==> config.mk <==
export PLATFORM = sky130hd
export DESIGN_NAME = mini_mcu
export DESIGN_NICKNAME = d
export VERILOG_FILES = /design/src/source/mcu_pkg.sv /design/src/source/mini_mcu.sv /design/src/source/data_bus_demux.sv /design/src/source/periph_timer.sv /design/src/source/cpu_subsystem.sv /design/src/source/core_ctrl_fsm.sv /design/src/source/core_alu.sv /design/src/source/core_regfile.sv
export SDC_FILE = /design/constraint.sdc
export NUM_CORES = 2
export LEC_CHECK = 0
export ABC_AREA = 1
export BUFFER_PORTS_ARGS = -buffer_cell sky130_fd_sc_hd__buf_2
export CAP_MARGIN = 10
export CORE_AREA = 2 2 373 375
export CTS_CLUSTER_DIAMETER = 30
export DETAILED_ROUTE_END_ITERATION = 16
export DIE_AREA = 0 0 375 377
export GPL_TIMING_DRIVEN = 0
export MAX_ROUTING_LAYER = met4
export PLACE_DENSITY_LB_ADDON = 0.25
export SYNTH_ARGS = -nofsm -noshare
export SYNTH_HDL_FRONTEND = slang
export SYNTH_SLANG_ARGS = --single-unit
==> constraint.sdc <==
create_clock -name clk_i -period 12.15 [get_ports clk_i]
set_clock_uncertainty 0.15 [all_clocks]
set_input_delay 2.43 -clock clk_i [delete_from_list [all_inputs] [get_ports clk_i]]
set_output_delay 2.43 -clock clk_i [all_outputs]
set_load 0.03 [all_outputs]
==> src/source/mcu_pkg.sv <==
////////////////////////////////////////////////////////////
// MCU package with OBI bus structs, core opcodes, states
// and timer register map
////////////////////////////////////////////////////////////
package mcu_pkg;

    parameter int unsigned NUM_IRQ  = 9;  // 0..7 external, 8 timer
    parameter int unsigned IRQ_ID_W = 4;

    // Timer register offsets inside its 4 KB window
    parameter logic [11:0] TIMER_COUNT_OFS = 12'h000;
    parameter logic [11:0] TIMER_CMP_OFS   = 12'h004;
    parameter logic [11:0] TIMER_CTRL_OFS  = 12'h008;

    typedef struct packed {
        logic        req;
        logic        we;
        logic [3:0]  be;
        logic [31:0] addr;
        logic [31:0] wdata;
    } obi_req_t;

    typedef struct packed {
        logic        gnt;
        logic        rvalid;
        logic [31:0] rdata;
    } obi_resp_t;

    // Instruction bits 31..28
    typedef enum logic [3:0] {
        OP_ADD  = 4'h0,
        OP_SUB  = 4'h1,
        OP_AND  = 4'h2,
        OP_OR   = 4'h3,
        OP_XOR  = 4'h4,
        OP_ADDI = 4'h5,
        OP_LUI  = 4'h6,
        OP_LW   = 4'h7,
        OP_SW   = 4'h8,
        OP_BEQ  = 4'h9,
        OP_WFI  = 4'hA,
        OP_IRET = 4'hB,
        OP_NOP  = 4'hF
    } opcode_e;

    typedef enum logic [2:0] {
        ST_FETCH,
        ST_WAIT_INSTR,
        ST_EXECUTE,
        ST_MEM_REQ,
        ST_WAIT_DATA,
        ST_SLEEP
    } core_state_e;

endpackage
==> src/source/mini_mcu.sv <==
////////////////////////////////////////////////////////////
// Mini MCU top level with CPU subsystem, data bus demux
// and compare timer
////////////////////////////////////////////////////////////
module mini_mcu #(
    parameter logic [31:0] BOOT_ADDR  = 32'h0000_0000,
    parameter logic [31:0] IRQ_VEC    = 32'h0000_0100,
    parameter logic [31:0] TIMER_BASE = 32'hF000_0000
) (
    input  logic                            clk_i,
    input  logic                            rst_n_i,
    output mcu_pkg::obi_req_t               instr_req_o,
    input  mcu_pkg::obi_resp_t              instr_resp_i,
    output mcu_pkg::obi_req_t               ext_data_req_o,
    input  mcu_pkg::obi_resp_t              ext_data_resp_i,
    input  logic [7:0]                      ext_irq_i,
    output logic                            irq_ack_o,
    output logic [mcu_pkg::IRQ_ID_W-1:0]    irq_id_o,
    output logic                            core_sleep_o
);

    mcu_pkg::obi_req_t  core_data_req;
    mcu_pkg::obi_resp_t core_data_resp;
    mcu_pkg::obi_req_t  timer_req;
    mcu_pkg::obi_resp_t timer_resp;
    logic               timer_irq;

    cpu_subsystem #(
        .BOOT_ADDR(BOOT_ADDR),
        .IRQ_VEC  (IRQ_VEC)
    ) i_cpu_subsystem (
        .clk_i       (clk_i),
        .rst_n_i     (rst_n_i),
        .instr_req_o (instr_req_o),
        .instr_resp_i(instr_resp_i),
        .data_req_o  (core_data_req),
        .data_resp_i (core_data_resp),
        .irq_i       ({timer_irq, ext_irq_i}),  // Timer sits on line 8
        .irq_ack_o   (irq_ack_o),
        .irq_id_o    (irq_id_o),
        .core_sleep_o(core_sleep_o)
    );

    data_bus_demux #(
        .TIMER_BASE(TIMER_BASE)
    ) i_data_bus_demux (
        .clk_i       (clk_i),
        .rst_n_i     (rst_n_i),
        .core_req_i  (core_data_req),
        .core_resp_o (core_data_resp),
        .timer_req_o (timer_req),
        .timer_resp_i(timer_resp),
        .ext_req_o   (ext_data_req_o),
        .ext_resp_i  (ext_data_resp_i)
    );

    periph_timer i_periph_timer (
        .clk_i  (clk_i),
        .rst_n_i(rst_n_i),
        .req_i  (timer_req),
        .resp_o (timer_resp),
        .irq_o  (timer_irq)
    );

endmodule

==> src/source/data_bus_demux.sv <==
////////////////////////////////////////////////////////////
// Data bus demux, timer window or external data port
////////////////////////////////////////////////////////////
module data_bus_demux #(
    parameter logic [31:0] TIMER_BASE = 32'hF000_0000
) (
    input  logic               clk_i,
    input  logic               rst_n_i,
    input  mcu_pkg::obi_req_t  core_req_i,
    output mcu_pkg::obi_resp_t core_resp_o,
    output mcu_pkg::obi_req_t  timer_req_o,
    input  mcu_pkg::obi_resp_t timer_resp_i,
    output mcu_pkg::obi_req_t  ext_req_o,
    input  mcu_pkg::obi_resp_t ext_resp_i
);

    logic sel_timer;
    logic timer_q;  // Target of the outstanding access

    assign sel_timer = (core_req_i.addr[31:12] == TIMER_BASE[31:12]);

    always_comb begin
        timer_req_o     = core_req_i;
        timer_req_o.req = core_req_i.req & sel_timer;
        ext_req_o       = core_req_i;
        ext_req_o.req   = core_req_i.req & ~sel_timer;
    end

    always_ff @(posedge clk_i) begin
        if (!rst_n_i) begin
            timer_q <= 1'b0;
        end else if (core_req_i.req && core_resp_o.gnt) begin
            timer_q <= sel_timer;
        end
    end

    // Grant follows the address, response follows the stored target
    assign core_resp_o.gnt    = sel_timer ? timer_resp_i.gnt : ext_resp_i.gnt;
    assign core_resp_o.rvalid = timer_q ? timer_resp_i.rvalid : ext_resp_i.rvalid;
    assign core_resp_o.rdata  = timer_q ? timer_resp_i.rdata : ext_resp_i.rdata;

endmodule

==> src/source/periph_timer.sv <==
////////////////////////////////////////////////////////////
// Compare timer on OBI, free-running count with a sticky
// match interrupt
////////////////////////////////////////////////////////////
module periph_timer (
    input  logic               clk_i,
    input  logic               rst_n_i,
    input  mcu_pkg::obi_req_t  req_i,
    output mcu_pkg::obi_resp_t resp_o,
    output logic               irq_o
);

    logic [31:0] count_q, cmp_q, rdata_d, rdata_q;
    logic        en_q, pending_q, rvalid_q;
    logic        wr_count, wr_cmp, wr_ctrl;

    assign wr_count = req_i.req & req_i.we & (req_i.addr[11:0] == mcu_pkg::TIMER_COUNT_OFS);
    assign wr_cmp   = req_i.req & req_i.we & (req_i.addr[11:0] == mcu_pkg::TIMER_CMP_OFS);
    assign wr_ctrl  = req_i.req & req_i.we & (req_i.addr[11:0] == mcu_pkg::TIMER_CTRL_OFS);

    always_comb begin
        case (req_i.addr[11:0])
            mcu_pkg::TIMER_COUNT_OFS: rdata_d = count_q;
            mcu_pkg::TIMER_CMP_OFS:   rdata_d = cmp_q;
            mcu_pkg::TIMER_CTRL_OFS:  rdata_d = {30'd0, pending_q, en_q};
            default:                  rdata_d = '0;
        endcase
    end

    always_ff @(posedge clk_i) begin
        if (!rst_n_i) begin
            count_q   <= '0;
            cmp_q     <= '0;
            en_q      <= 1'b0;
            pending_q <= 1'b0;
            rvalid_q  <= 1'b0;
        end else begin
            rvalid_q <= req_i.req;  // Response one cycle after grant
            if (wr_count) begin
                count_q <= req_i.wdata;
            end else if (en_q) begin
                count_q <= count_q + 32'd1;
            end
            if (wr_cmp) cmp_q <= req_i.wdata;
            if (wr_ctrl) en_q <= req_i.wdata[0];
            if (en_q && count_q == cmp_q) begin
                pending_q <= 1'b1;  // Sticky until cleared
            end else if (wr_ctrl && req_i.wdata[1]) begin
                pending_q <= 1'b0;
            end
        end
    end

    always_ff @(posedge clk_i) begin
        if (req_i.req) rdata_q <= rdata_d;
    end

    assign resp_o.gnt    = req_i.req;  // Always ready
    assign resp_o.rvalid = rvalid_q;
    assign resp_o.rdata  = rdata_q;
    assign irq_o         = pending_q;

endmodule

==> src/source/cpu_subsystem.sv <==
////////////////////////////////////////////////////////////
// CPU subsystem wrapping the core FSM, register file and
// ALU, with fixed-priority interrupt selection
////////////////////////////////////////////////////////////
module cpu_subsystem #(
    parameter logic [31:0] BOOT_ADDR = 32'h0000_0000,
    parameter logic [31:0] IRQ_VEC   = 32'h0000_0100
) (
    input  logic                            clk_i,
    input  logic                            rst_n_i,
    output mcu_pkg::obi_req_t               instr_req_o,
    input  mcu_pkg::obi_resp_t              instr_resp_i,
    output mcu_pkg::obi_req_t               data_req_o,
    input  mcu_pkg::obi_resp_t              data_resp_i,
    input  logic [mcu_pkg::NUM_IRQ-1:0]     irq_i,
    output logic                            irq_ack_o,
    output logic [mcu_pkg::IRQ_ID_W-1:0]    irq_id_o,
    output logic                            core_sleep_o
);

    mcu_pkg::obi_req_t             fetch_req;
    mcu_pkg::opcode_e              alu_op;
    logic [3:0]                    rf_raddr_a, rf_raddr_b, rf_waddr;
    logic [31:0]                   rf_rdata_a, rf_rdata_b, rf_wdata;
    logic                          rf_we;
    logic [31:0]                   alu_b, alu_result;
    logic                          alu_equal;
    logic                          irq_taken;
    logic [mcu_pkg::IRQ_ID_W-1:0]  irq_id;

    // Lowest numbered line wins
    always_comb begin
        irq_id = '0;
        for (int i = mcu_pkg::NUM_IRQ - 1; i >= 0; i--) begin
            if (irq_i[i]) begin
                irq_id = i[mcu_pkg::IRQ_ID_W-1:0];
            end
        end
    end

    assign irq_ack_o = irq_taken;
    assign irq_id_o  = irq_taken ? irq_id : '0;

    // Fetches are always full-word reads
    always_comb begin
        instr_req_o       = fetch_req;
        instr_req_o.we    = 1'b0;
        instr_req_o.be    = 4'b1111;
        instr_req_o.wdata = '0;
    end

    core_ctrl_fsm #(
        .BOOT_ADDR(BOOT_ADDR),
        .IRQ_VEC  (IRQ_VEC)
    ) i_core_ctrl_fsm (
        .clk_i        (clk_i),
        .rst_n_i      (rst_n_i),
        .instr_req_o  (fetch_req),
        .instr_resp_i (instr_resp_i),
        .data_req_o   (data_req_o),
        .data_resp_i  (data_resp_i),
        .irq_pending_i(|irq_i),
        .irq_taken_o  (irq_taken),
        .rf_raddr_a_o (rf_raddr_a),
        .rf_raddr_b_o (rf_raddr_b),
        .rf_rdata_a_i (rf_rdata_a),
        .rf_rdata_b_i (rf_rdata_b),
        .rf_we_o      (rf_we),
        .rf_waddr_o   (rf_waddr),
        .rf_wdata_o   (rf_wdata),
        .alu_op_o     (alu_op),
        .alu_b_o      (alu_b),
        .alu_result_i (alu_result),
        .alu_equal_i  (alu_equal),
        .sleep_o      (core_sleep_o)
    );

    core_regfile i_core_regfile (
        .clk_i    (clk_i),
        .rst_n_i  (rst_n_i),
        .raddr_a_i(rf_raddr_a),
        .raddr_b_i(rf_raddr_b),
        .rdata_a_o(rf_rdata_a),
        .rdata_b_o(rf_rdata_b),
        .we_i     (rf_we),
        .waddr_i  (rf_waddr),
        .wdata_i  (rf_wdata)
    );

    core_alu i_core_alu (
        .op_i    (alu_op),
        .a_i     (rf_rdata_a),
        .b_i     (alu_b),
        .result_o(alu_result),
        .equal_o (alu_equal)
    );

endmodule

==> src/source/core_ctrl_fsm.sv <==
////////////////////////////////////////////////////////////
// Core control FSM holding pc, instruction and interrupt
// state, sequencing the fetch and data handshakes
////////////////////////////////////////////////////////////
module core_ctrl_fsm #(
    parameter logic [31:0] BOOT_ADDR = 32'h0000_0000,
    parameter logic [31:0] IRQ_VEC   = 32'h0000_0100
) (
    input  logic               clk_i,
    input  logic               rst_n_i,
    output mcu_pkg::obi_req_t  instr_req_o,
    input  mcu_pkg::obi_resp_t instr_resp_i,
    output mcu_pkg::obi_req_t  data_req_o,
    input  mcu_pkg::obi_resp_t data_resp_i,
    input  logic               irq_pending_i,
    output logic               irq_taken_o,
    output logic [3:0]         rf_raddr_a_o,
    output logic [3:0]         rf_raddr_b_o,
    input  logic [31:0]        rf_rdata_a_i,
    input  logic [31:0]        rf_rdata_b_i,
    output logic               rf_we_o,
    output logic [3:0]         rf_waddr_o,
    output logic [31:0]        rf_wdata_o,
    output mcu_pkg::opcode_e   alu_op_o,
    output logic [31:0]        alu_b_o,
    input  logic [31:0]        alu_result_i,
    input  logic               alu_equal_i,
    output logic               sleep_o
);

    mcu_pkg::core_state_e state_q, state_d;
    mcu_pkg::opcode_e     opcode;
    logic [31:0]          pc_q, epc_q, instr_q;
    logic [31:0]          imm_sext, pc_plus4, pc_target;
    logic                 irq_en_q;
    logic                 to_fetch;  // Instruction boundary reached
    logic                 load_done;

    assign opcode   = mcu_pkg::opcode_e'(instr_q[31:28]);
    assign imm_sext = {{16{instr_q[15]}}, instr_q[15:0]};
    assign pc_plus4 = pc_q + 32'd4;

    assign rf_waddr_o   = instr_q[27:24];
    assign rf_raddr_a_o = instr_q[23:20];
    assign rf_raddr_b_o = instr_q[19:16];
    assign alu_op_o     = opcode;
    assign alu_b_o      = (opcode inside {mcu_pkg::OP_ADDI, mcu_pkg::OP_LW, mcu_pkg::OP_SW})
                          ? imm_sext : rf_rdata_b_i;

    always_comb begin
        state_d   = state_q;
        to_fetch  = 1'b0;
        pc_target = pc_plus4;
        case (state_q)
            mcu_pkg::ST_FETCH: begin
                if (instr_resp_i.gnt) state_d = mcu_pkg::ST_WAIT_INSTR;
            end
            mcu_pkg::ST_WAIT_INSTR: begin
                if (instr_resp_i.rvalid) state_d = mcu_pkg::ST_EXECUTE;
            end
            mcu_pkg::ST_EXECUTE: begin
                if (opcode inside {mcu_pkg::OP_LW, mcu_pkg::OP_SW}) begin
                    state_d = mcu_pkg::ST_MEM_REQ;
                end else if (opcode == mcu_pkg::OP_WFI) begin
                    state_d = mcu_pkg::ST_SLEEP;
                end else begin
                    to_fetch = 1'b1;
                    if (opcode == mcu_pkg::OP_BEQ && alu_equal_i) begin
                        pc_target = pc_plus4 + {imm_sext[29:0], 2'b00};
                    end else if (opcode == mcu_pkg::OP_IRET) begin
                        pc_target = epc_q;
                    end
                end
            end
            mcu_pkg::ST_MEM_REQ: begin
                if (data_resp_i.gnt) state_d = mcu_pkg::ST_WAIT_DATA;
            end
            mcu_pkg::ST_WAIT_DATA: to_fetch = data_resp_i.rvalid;
            mcu_pkg::ST_SLEEP:     to_fetch = irq_pending_i;  // Any line wakes
            default:               state_d  = mcu_pkg::ST_FETCH;
        endcase
        if (to_fetch) state_d = mcu_pkg::ST_FETCH;
    end

    // Interrupt entry happens on the way back into FETCH
    assign irq_taken_o = to_fetch & irq_en_q & irq_pending_i;

    always_comb begin
        instr_req_o      = '0;  // Constant fields come from the wrapper
        instr_req_o.req  = (state_q == mcu_pkg::ST_FETCH);
        instr_req_o.addr = pc_q;
    end

    always_comb begin
        data_req_o.req   = (state_q == mcu_pkg::ST_MEM_REQ);
        data_req_o.we    = (opcode == mcu_pkg::OP_SW);
        data_req_o.be    = 4'b1111;
        data_req_o.addr  = alu_result_i;  // rs1 + imm
        data_req_o.wdata = rf_rdata_b_i;
    end

    // Write-back select
    assign load_done = (state_q == mcu_pkg::ST_WAIT_DATA) & data_resp_i.rvalid
                       & (opcode == mcu_pkg::OP_LW);
    assign rf_we_o   = load_done | ((state_q == mcu_pkg::ST_EXECUTE) &
                       (opcode inside {mcu_pkg::OP_ADD, mcu_pkg::OP_SUB, mcu_pkg::OP_AND,
                                       mcu_pkg::OP_OR, mcu_pkg::OP_XOR, mcu_pkg::OP_ADDI,
                                       mcu_pkg::OP_LUI}));
    assign rf_wdata_o = (opcode == mcu_pkg::OP_LUI) ? {instr_q[15:0], 16'h0000} :
                        (opcode == mcu_pkg::OP_LW)  ? data_resp_i.rdata : alu_result_i;

    assign sleep_o = (state_q == mcu_pkg::ST_SLEEP);

    always_ff @(posedge clk_i) begin
        if (!rst_n_i) begin
            state_q  <= mcu_pkg::ST_FETCH;
            pc_q     <= BOOT_ADDR;
            epc_q    <= '0;
            irq_en_q <= 1'b1;
        end else begin
            state_q <= state_d;
            if (state_q == mcu_pkg::ST_EXECUTE && opcode == mcu_pkg::OP_IRET) begin
                irq_en_q <= 1'b1;
            end
            if (irq_taken_o) begin
                epc_q    <= pc_target;  // Resume point
                pc_q     <= IRQ_VEC;
                irq_en_q <= 1'b0;
            end else if (to_fetch) begin
                pc_q <= pc_target;
            end
        end
    end

    always_ff @(posedge clk_i) begin
        if (state_q == mcu_pkg::ST_WAIT_INSTR && instr_resp_i.rvalid) begin
            instr_q <= instr_resp_i.rdata;
        end
    end

endmodule

==> src/source/core_alu.sv <==
////////////////////////////////////////////////////////////
// Core ALU, add/sub/logic by opcode plus equality compare
////////////////////////////////////////////////////////////
module core_alu (
    input  mcu_pkg::opcode_e op_i,
    input  logic [31:0]      a_i,
    input  logic [31:0]      b_i,
    output logic [31:0]      result_o,
    output logic             equal_o
);

    always_comb begin
        case (op_i)
            // Address generation shares the adder
            mcu_pkg::OP_ADD,
            mcu_pkg::OP_ADDI,
            mcu_pkg::OP_LW,
            mcu_pkg::OP_SW:  result_o = a_i + b_i;
            mcu_pkg::OP_SUB: result_o = a_i - b_i;
            mcu_pkg::OP_AND: result_o = a_i & b_i;
            mcu_pkg::OP_OR:  result_o = a_i | b_i;
            mcu_pkg::OP_XOR: result_o = a_i ^ b_i;
            default:         result_o = '0;
        endcase
    end

    assign equal_o = (a_i == b_i);  // For BEQ

endmodule

==> src/source/core_regfile.sv <==
////////////////////////////////////////////////////////////
// Sixteen by 32-bit register file, r0 reads zero
////////////////////////////////////////////////////////////
module core_regfile (
    input  logic        clk_i,
    input  logic        rst_n_i,
    input  logic [3:0]  raddr_a_i,
    input  logic [3:0]  raddr_b_i,
    output logic [31:0] rdata_a_o,
    output logic [31:0] rdata_b_o,
    input  logic        we_i,
    input  logic [3:0]  waddr_i,
    input  logic [31:0] wdata_i
);

    logic [31:0] regs_q [16];

    always_ff @(posedge clk_i) begin
        if (!rst_n_i) begin
            for (int i = 0; i < 16; i++) begin
                regs_q[i] <= '0;
            end
        end else if (we_i && waddr_i != 4'd0) begin  // r0 never written
            regs_q[waddr_i] <= wdata_i;
        end
    end

    assign rdata_a_o = regs_q[raddr_a_i];
    assign rdata_b_o = regs_q[raddr_b_i];

endmodule

# Word-level counts from Yosys, hierarchy flattened
# Memories as Yosys holds them, arrays and structs flattened. A register that Yosys moved wholly into a read port is not among the register bits.
# Cells that the tools add are included.
[classes] add_sub_neg=5 mux=49 n_eq_ne=25 reduce_logical=25 bitwise=18
[op_table] operator="two-way mux 32 bit" n=12
[op_table] operator="case mux 32 bit (5 select lines)" n=1
[op_table] operator="case mux 32 bit (3 select lines)" n=1
[op_table] operator="adder 32 bit" n=2
[op_table] operator="equality test 32 bit" n=2
[op_table] operator="two-way mux 4 bit" n=13
[op_table] operator="adder 32 x 1 -> 32 bit, second input constant" n=1
[op_table] operator="adder 32 x 3 -> 32 bit, second input constant" n=1
[op_table] operator="bitwise AND 32 bit" n=1
[op_table] operator="OR 32 bit" n=1
[op_table] operator="OR reduction 32 bit" n=1
[op_table] operator="subtractor 32 bit" n=1
[op_table] operator="bitwise XOR 32 bit" n=1
[op_table] operator="equality test 20 bit, second input constant" n=1
[op_table] operator="two-way mux 9 bit" n=2
[op_table] operator="equality test 4 x 3 -> 1 bit, second input constant" n=4
[op_table] operator="equality test 4 bit, second input constant" n=4
[op_table] operator="two-way mux 3 bit" n=5
[op_table] operator="case mux 3 bit (5 select lines)" n=1
[op_table] operator="two-way mux 1 bit" n=13
[op_table] operator="equality test 12 x 3 -> 1 bit, second input constant" n=1
[op_table] operator="equality test 12 x 4 -> 1 bit, second input constant" n=1
[op_table] operator="logical NOT 12 bit" n=1
[op_table] operator="bitwise AND 1 bit" n=11
[op_table] operator="22 further kinds" n=40
[totals] inputBits=78 mem_bits_rw=512 elab_cells=136 out_inout_bits=146 memories=1 reg_bits=200
[mem_list] memory="i_cpu_subsystem.i_core_regfile.regs_q" words=16 width=32 read_ports=2 rd_ports_with_merged_regs=2 wr=16 line="core_regfile.sv:16" text="logic [31:0] regs_q [16];"

# Longest topological paths before layout
[logic_depth] ltp_word=12 ltp_mapped=36 depth_no_buf=31

# Cells and area by module
# From an unflattened synthesis, not the netlist that was laid out.
[unflattened] hier_cells=7595 hier_area_um2=52491.6
[modules_own_cells] module="core_regfile" n_inst=1 cells_per_inst=3879 seq_area_each_um2=15374.7 area_each_um2=29872.4
[modules_own_cells] module="core_ctrl_fsm" n_inst=1 cells_per_inst=1372 seq_area_each_um2=2322.2 area_each_um2=8843.5
[modules_own_cells] module="core_alu" n_inst=1 cells_per_inst=1284 seq_area_each_um2=0.0 area_each_um2=6392.4
[modules_own_cells] module="periph_timer" n_inst=1 cells_per_inst=787 seq_area_each_um2=2302.2 area_each_um2=5377.7
[modules_own_cells] module="data_bus_demux" n_inst=1 cells_per_inst=207 seq_area_each_um2=20.0 area_each_um2=1602.8
[modules_own_cells] module="cpu_subsystem" n_inst=1 cells_per_inst=66 seq_area_each_um2=0.0 area_each_um2=402.9

# Least setup slack after synthesis
# OpenSTA, ideal clock, no wires.
[synth_timing] kind="register to output" from="register (tool-made name)" to="output ext_data_req_o[69] in the netlist's numbering" stages_incl_launch_ff=31 required_ns=9.570 n_path_buf=4 setup_slack_ns=5.288 arrival_ns=4.282 path_cell_list="dfxtp_1 > clkbuf_1 > clkbuf_1 > clkbuf_1 > clkbuf_1 > nor2_1 > a21oi_1 > o21ai_0 > o211ai_1 > nand3_1 > o21ai_0 > inv_1 > ha_1 > fa_1 > inv_1 > nand2_1 > nand2_1 > nand2_1 > nand2_2 > nand2_1 > nand2_1 > nand2_1 > nand2_1 > nand2_1 > nand3_1 > nand3_1 > nand2_1 > inv_1 > nand3_1 > nor2_1 > nor2_1"
[synth_lines] element="end, declared" line="mini_mcu.sv:14" text="output mcu_pkg::obi_req_t ext_data_req_o,"

==> reports/metrics.csv <==
metric,value,unit
Post-synth EDFFs,576,
insertion delay to the later sink of the worst-skew pair,0.83,ns
vias in the first global route,48200,
placed cells,8611,
Initial Utilization,34.9,%
final setup margin,-0.114,ns
count of input and output buffers,182,
WS Path Type,flip-flop to primary output,
maximum vdd drop,201,uV
DP Worst Slack,1.08,ns
CTS Root Cell,clkbuf_16,
# IOs,224,
CP Capture Type,primary output,
CTS Hold Bufs,0,
area of the die,141000,um^2
drt drc,0,
CTS buffer count,191,
final hold violations,0,
WP data arrival,9.68,ns
Detailed Route Iter0 Violations,8881,
antenna violations before repair,35,
global route total overflow,0,
first-pass GRT wire length,403000,um
Slew HR,-9.28,%
share of cells above drive strength 1,11.4,%
pin count of the biggest net entering global routing,41,
post-layout min period,12.26,ns
Post-CTS Resized,0,
CTS tree,yes,
Worst-path clk slew,0.04,ns
TritonRoute pass-1 iters,7,
cells after synthesis,6506,
GPL Wtd Cong,1.09,
NumNets Final,7233,
Worst Min Path Start,i_cpu_subsystem.i_core_ctrl_fsm.instr_q[16],
row count,136,
synthesis warning total,0,
Crit-path slowest cell,clkbuf_1,
fin util,43.2,%
total leakage power,24.9,nW
Worst Setup Start Kind,flip-flop,
most frequent cell on the critical path,nand3_1,
Mean Syn Cell Area,7.35,um^2
Die Ht,377,um
core area,137000,um^2
WHS Path Cells,2,
gr usage total,43.1,%
Max-cap violations,8,
post-DP HPWL,228000,um
"flops & latches, synth",720,
Vias,53600,
Routed WL per cell,33.7,um
Worst Path Max Fanout,10,
RSZ-0062 raised after global routing,no,
Final setup viols,1,
Die Wd,375,um
Vias/cell,5.94,
Non-Filler Instances,9017,
Post-synth ARST share,0,%
fmax,81.5,MHz
Mapped Area,47800,um^2
power per standard cell area,299,nW/um^2
failing checks,"capacitance limit, slew limit, setup timing",
min-delay worst type,flip-flop to flip-flop,
Final ANT Viol Nets,0,
top_reg_cell synth,edfxtp_1,
worst-margin pin slew,1.64,ns
distinct cell type count after synthesis,57,
Worst R2R Setup Slack,2.18,ns
Clock Sinks,720,
Post-CTS Setup Bufs,0,
run status,finished with violations,
max-slew violations,54,
crit-path max cell delay,0.96,ns
worst reg2reg path depth,23,
WP data required,9.57,ns
Fillers,14300,
capture point of the worst reg-to-reg path,i_cpu_subsystem.i_core_regfile.regs_q[1][28],
Tcrit/Tclk final,101,%
H-Tree Depth,4,
clk buf depth,3,
Post-Route WL,304000,um
part of the Yosys area used for sequential elements,42.2,%
Area Overhead vs Synth,23.8,%
layout by cell type, fill, tap and decap left out, types with 40 or more instances in the layout:
master and instances:
o22ai_1 49, diode_2 40, nor2_1 963, o21ai_0 588
inv_1 794, clkbuf_1 328, edfxtp_1 576, nand3_1 474
nand2_1 1133, ha_1 130, nor3_1 57, o211ai_1 177
conb_1 73, nand4_1 70, a21oi_1 524, clkbuf_16 195
dfxtp_1 144, buf_2 215, buf_4 116
flip-flops by register name (all words and copies together) (netlist names), 3 cells and up, named ones only:
name and cells:
i_cpu_subsystem.i_core_regfile.regs_q 512, i_cpu_subsystem.i_core_ctrl_fsm.epc_q 32, i_cpu_subsystem.i_core_ctrl_fsm.instr_q 32, i_cpu_subsystem.i_core_ctrl_fsm.pc_q 32
i_periph_timer.cmp_q 32, i_periph_timer.count_q 32, i_periph_timer.rdata_q 32, i_cpu_subsystem.i_core_ctrl_fsm.state_q 3
cells in the mapped netlist (15+ instances only):
library cell | instances | share of area, %
dfxtp_1 | 144 | 6.0
ha_1 | 130 | 3.4
o21ai_0 | 588 | 6.2
a21oi_1 | 524 | 5.5
nor2_2 | 22 | 0.29
a221oi_1 | 27 | 0.49
o211ai_1 | 177 | 2.8
nand4_1 | 70 | 0.92
mux2i_1 | 32 | 0.67
buf_2 | 31 | 0.32
nor2_1 | 963 | 7.6
edfxtp_1 | 576 | 36
buf_4 | 108 | 1.7
o21ai_1 | 27 | 0.28
nor4_1 | 16 | 0.21
xor2_1 | 38 | 0.70
nor3_1 | 57 | 0.60
nand2_1 | 1148 | 9.0
o21bai_1 | 15 | 0.24
o22ai_1 | 49 | 0.64
inv_1 | 794 | 6.2
nand3_1 | 474 | 5.0
clkbuf_1 | 320 | 2.5
buf_1 | 38 | 0.30
per-stage QoR:
step / power, mW / hold WS (ns) / setup TNS, ns / area (um^2)
floorplan: 7.66 / 0.269 / 0 / 48100
global placement: 11.8 / 0.276 / 0 / 51200
detailed placement: 11.9 / 0.281 / 0 / 52300
CTS: 17.1 / 0.287 / 0 / 58900
global route: 18.0 / 0.307 / 0 / 59200
finish: 17.7 / 0.286 / -0.114 / 59200
cells by family after synthesis:
logic type,after synthesis,synth area share [%]
AO/OA/AOI/OAI,1451,16.8
XOR/XNOR,49,0.898
adder cells (fa/ha/maj),133,3.53
buffers and inverters,1320,11.4
flip-flops,720,42.2
multiplexers,32,0.670
other,2,0.0157
AND/OR/NAND/NOR,2799,24.4
power breakdown:
part | switching (mW) | internal (mW) | leakage, nW
clock network | 1.69 | 3.49 | 3.17
registers | 0.128 | 2.81 | 6.95
logic | 7.50 | 2.11 | 14.8
total | 9.32 | 8.41 | 24.9
area by class of cell:
class                           instances  area [um^2]  share of cell area (%)
Tap cell                             1794         2240                    3.79
Inverter                              812         3050                    5.16
Clock buffer                          226         5070                    8.57
Sequential cell                       720        20200                    34.1
Antenna cell                           40          100                   0.169
Clock inverter                        128         1460                    2.46
Timing Repair Buffer                  252         2130                    3.61
Buffer                                508         2440                    4.12
Multi-Input combinational cell       4537        22500                    38.0
worst max-delay path by stage:
| stage | start | to | slack [ns] | cells after the start |
|---|---|---|---|---|
| finish | flip-flop | ext_data_req_o[69] | -0.11 | 26 |
| global route | flip-flop | ext_data_req_o[69] | 0.09 | 26 |
| CTS | flip-flop | ext_data_req_o[69] | 0.19 | 25 |
| detailed placement | flip-flop | ext_data_req_o[69] | 1.08 | 25 |
| global placement | flip-flop | ext_data_req_o[69] | 0.79 | 25 |
| floorplan | flip-flop | ext_data_req_o[69] | 5.29 | 30 |
metal layers:
layer | share of wire [%] | global-route usage, % | up-vias | wire length, um
met5 | 0 | - | - | 0
met4 | 6.1 | 22.4 | 0 | 18600
met3 | 14 | 15.3 | 868 | 43800
met2 | 39 | 56.8 | 4195 | 118000
met1 | 41 | 57.1 | 25800 | 123000
li1 | - | - | 22700 | -
worst max-delay path: cells and delay by family, from the launching register on:
kind                       cells  cell delay, ns
and+or+nand+nor               16            4.15
buffers and inverters          6            3.39
AOI/OAI and AO/OA              3            0.64
adders and majority gates      1            0.35
DFF                            1            0.30
No activity file was read; power rests on OpenSTA's default activity.
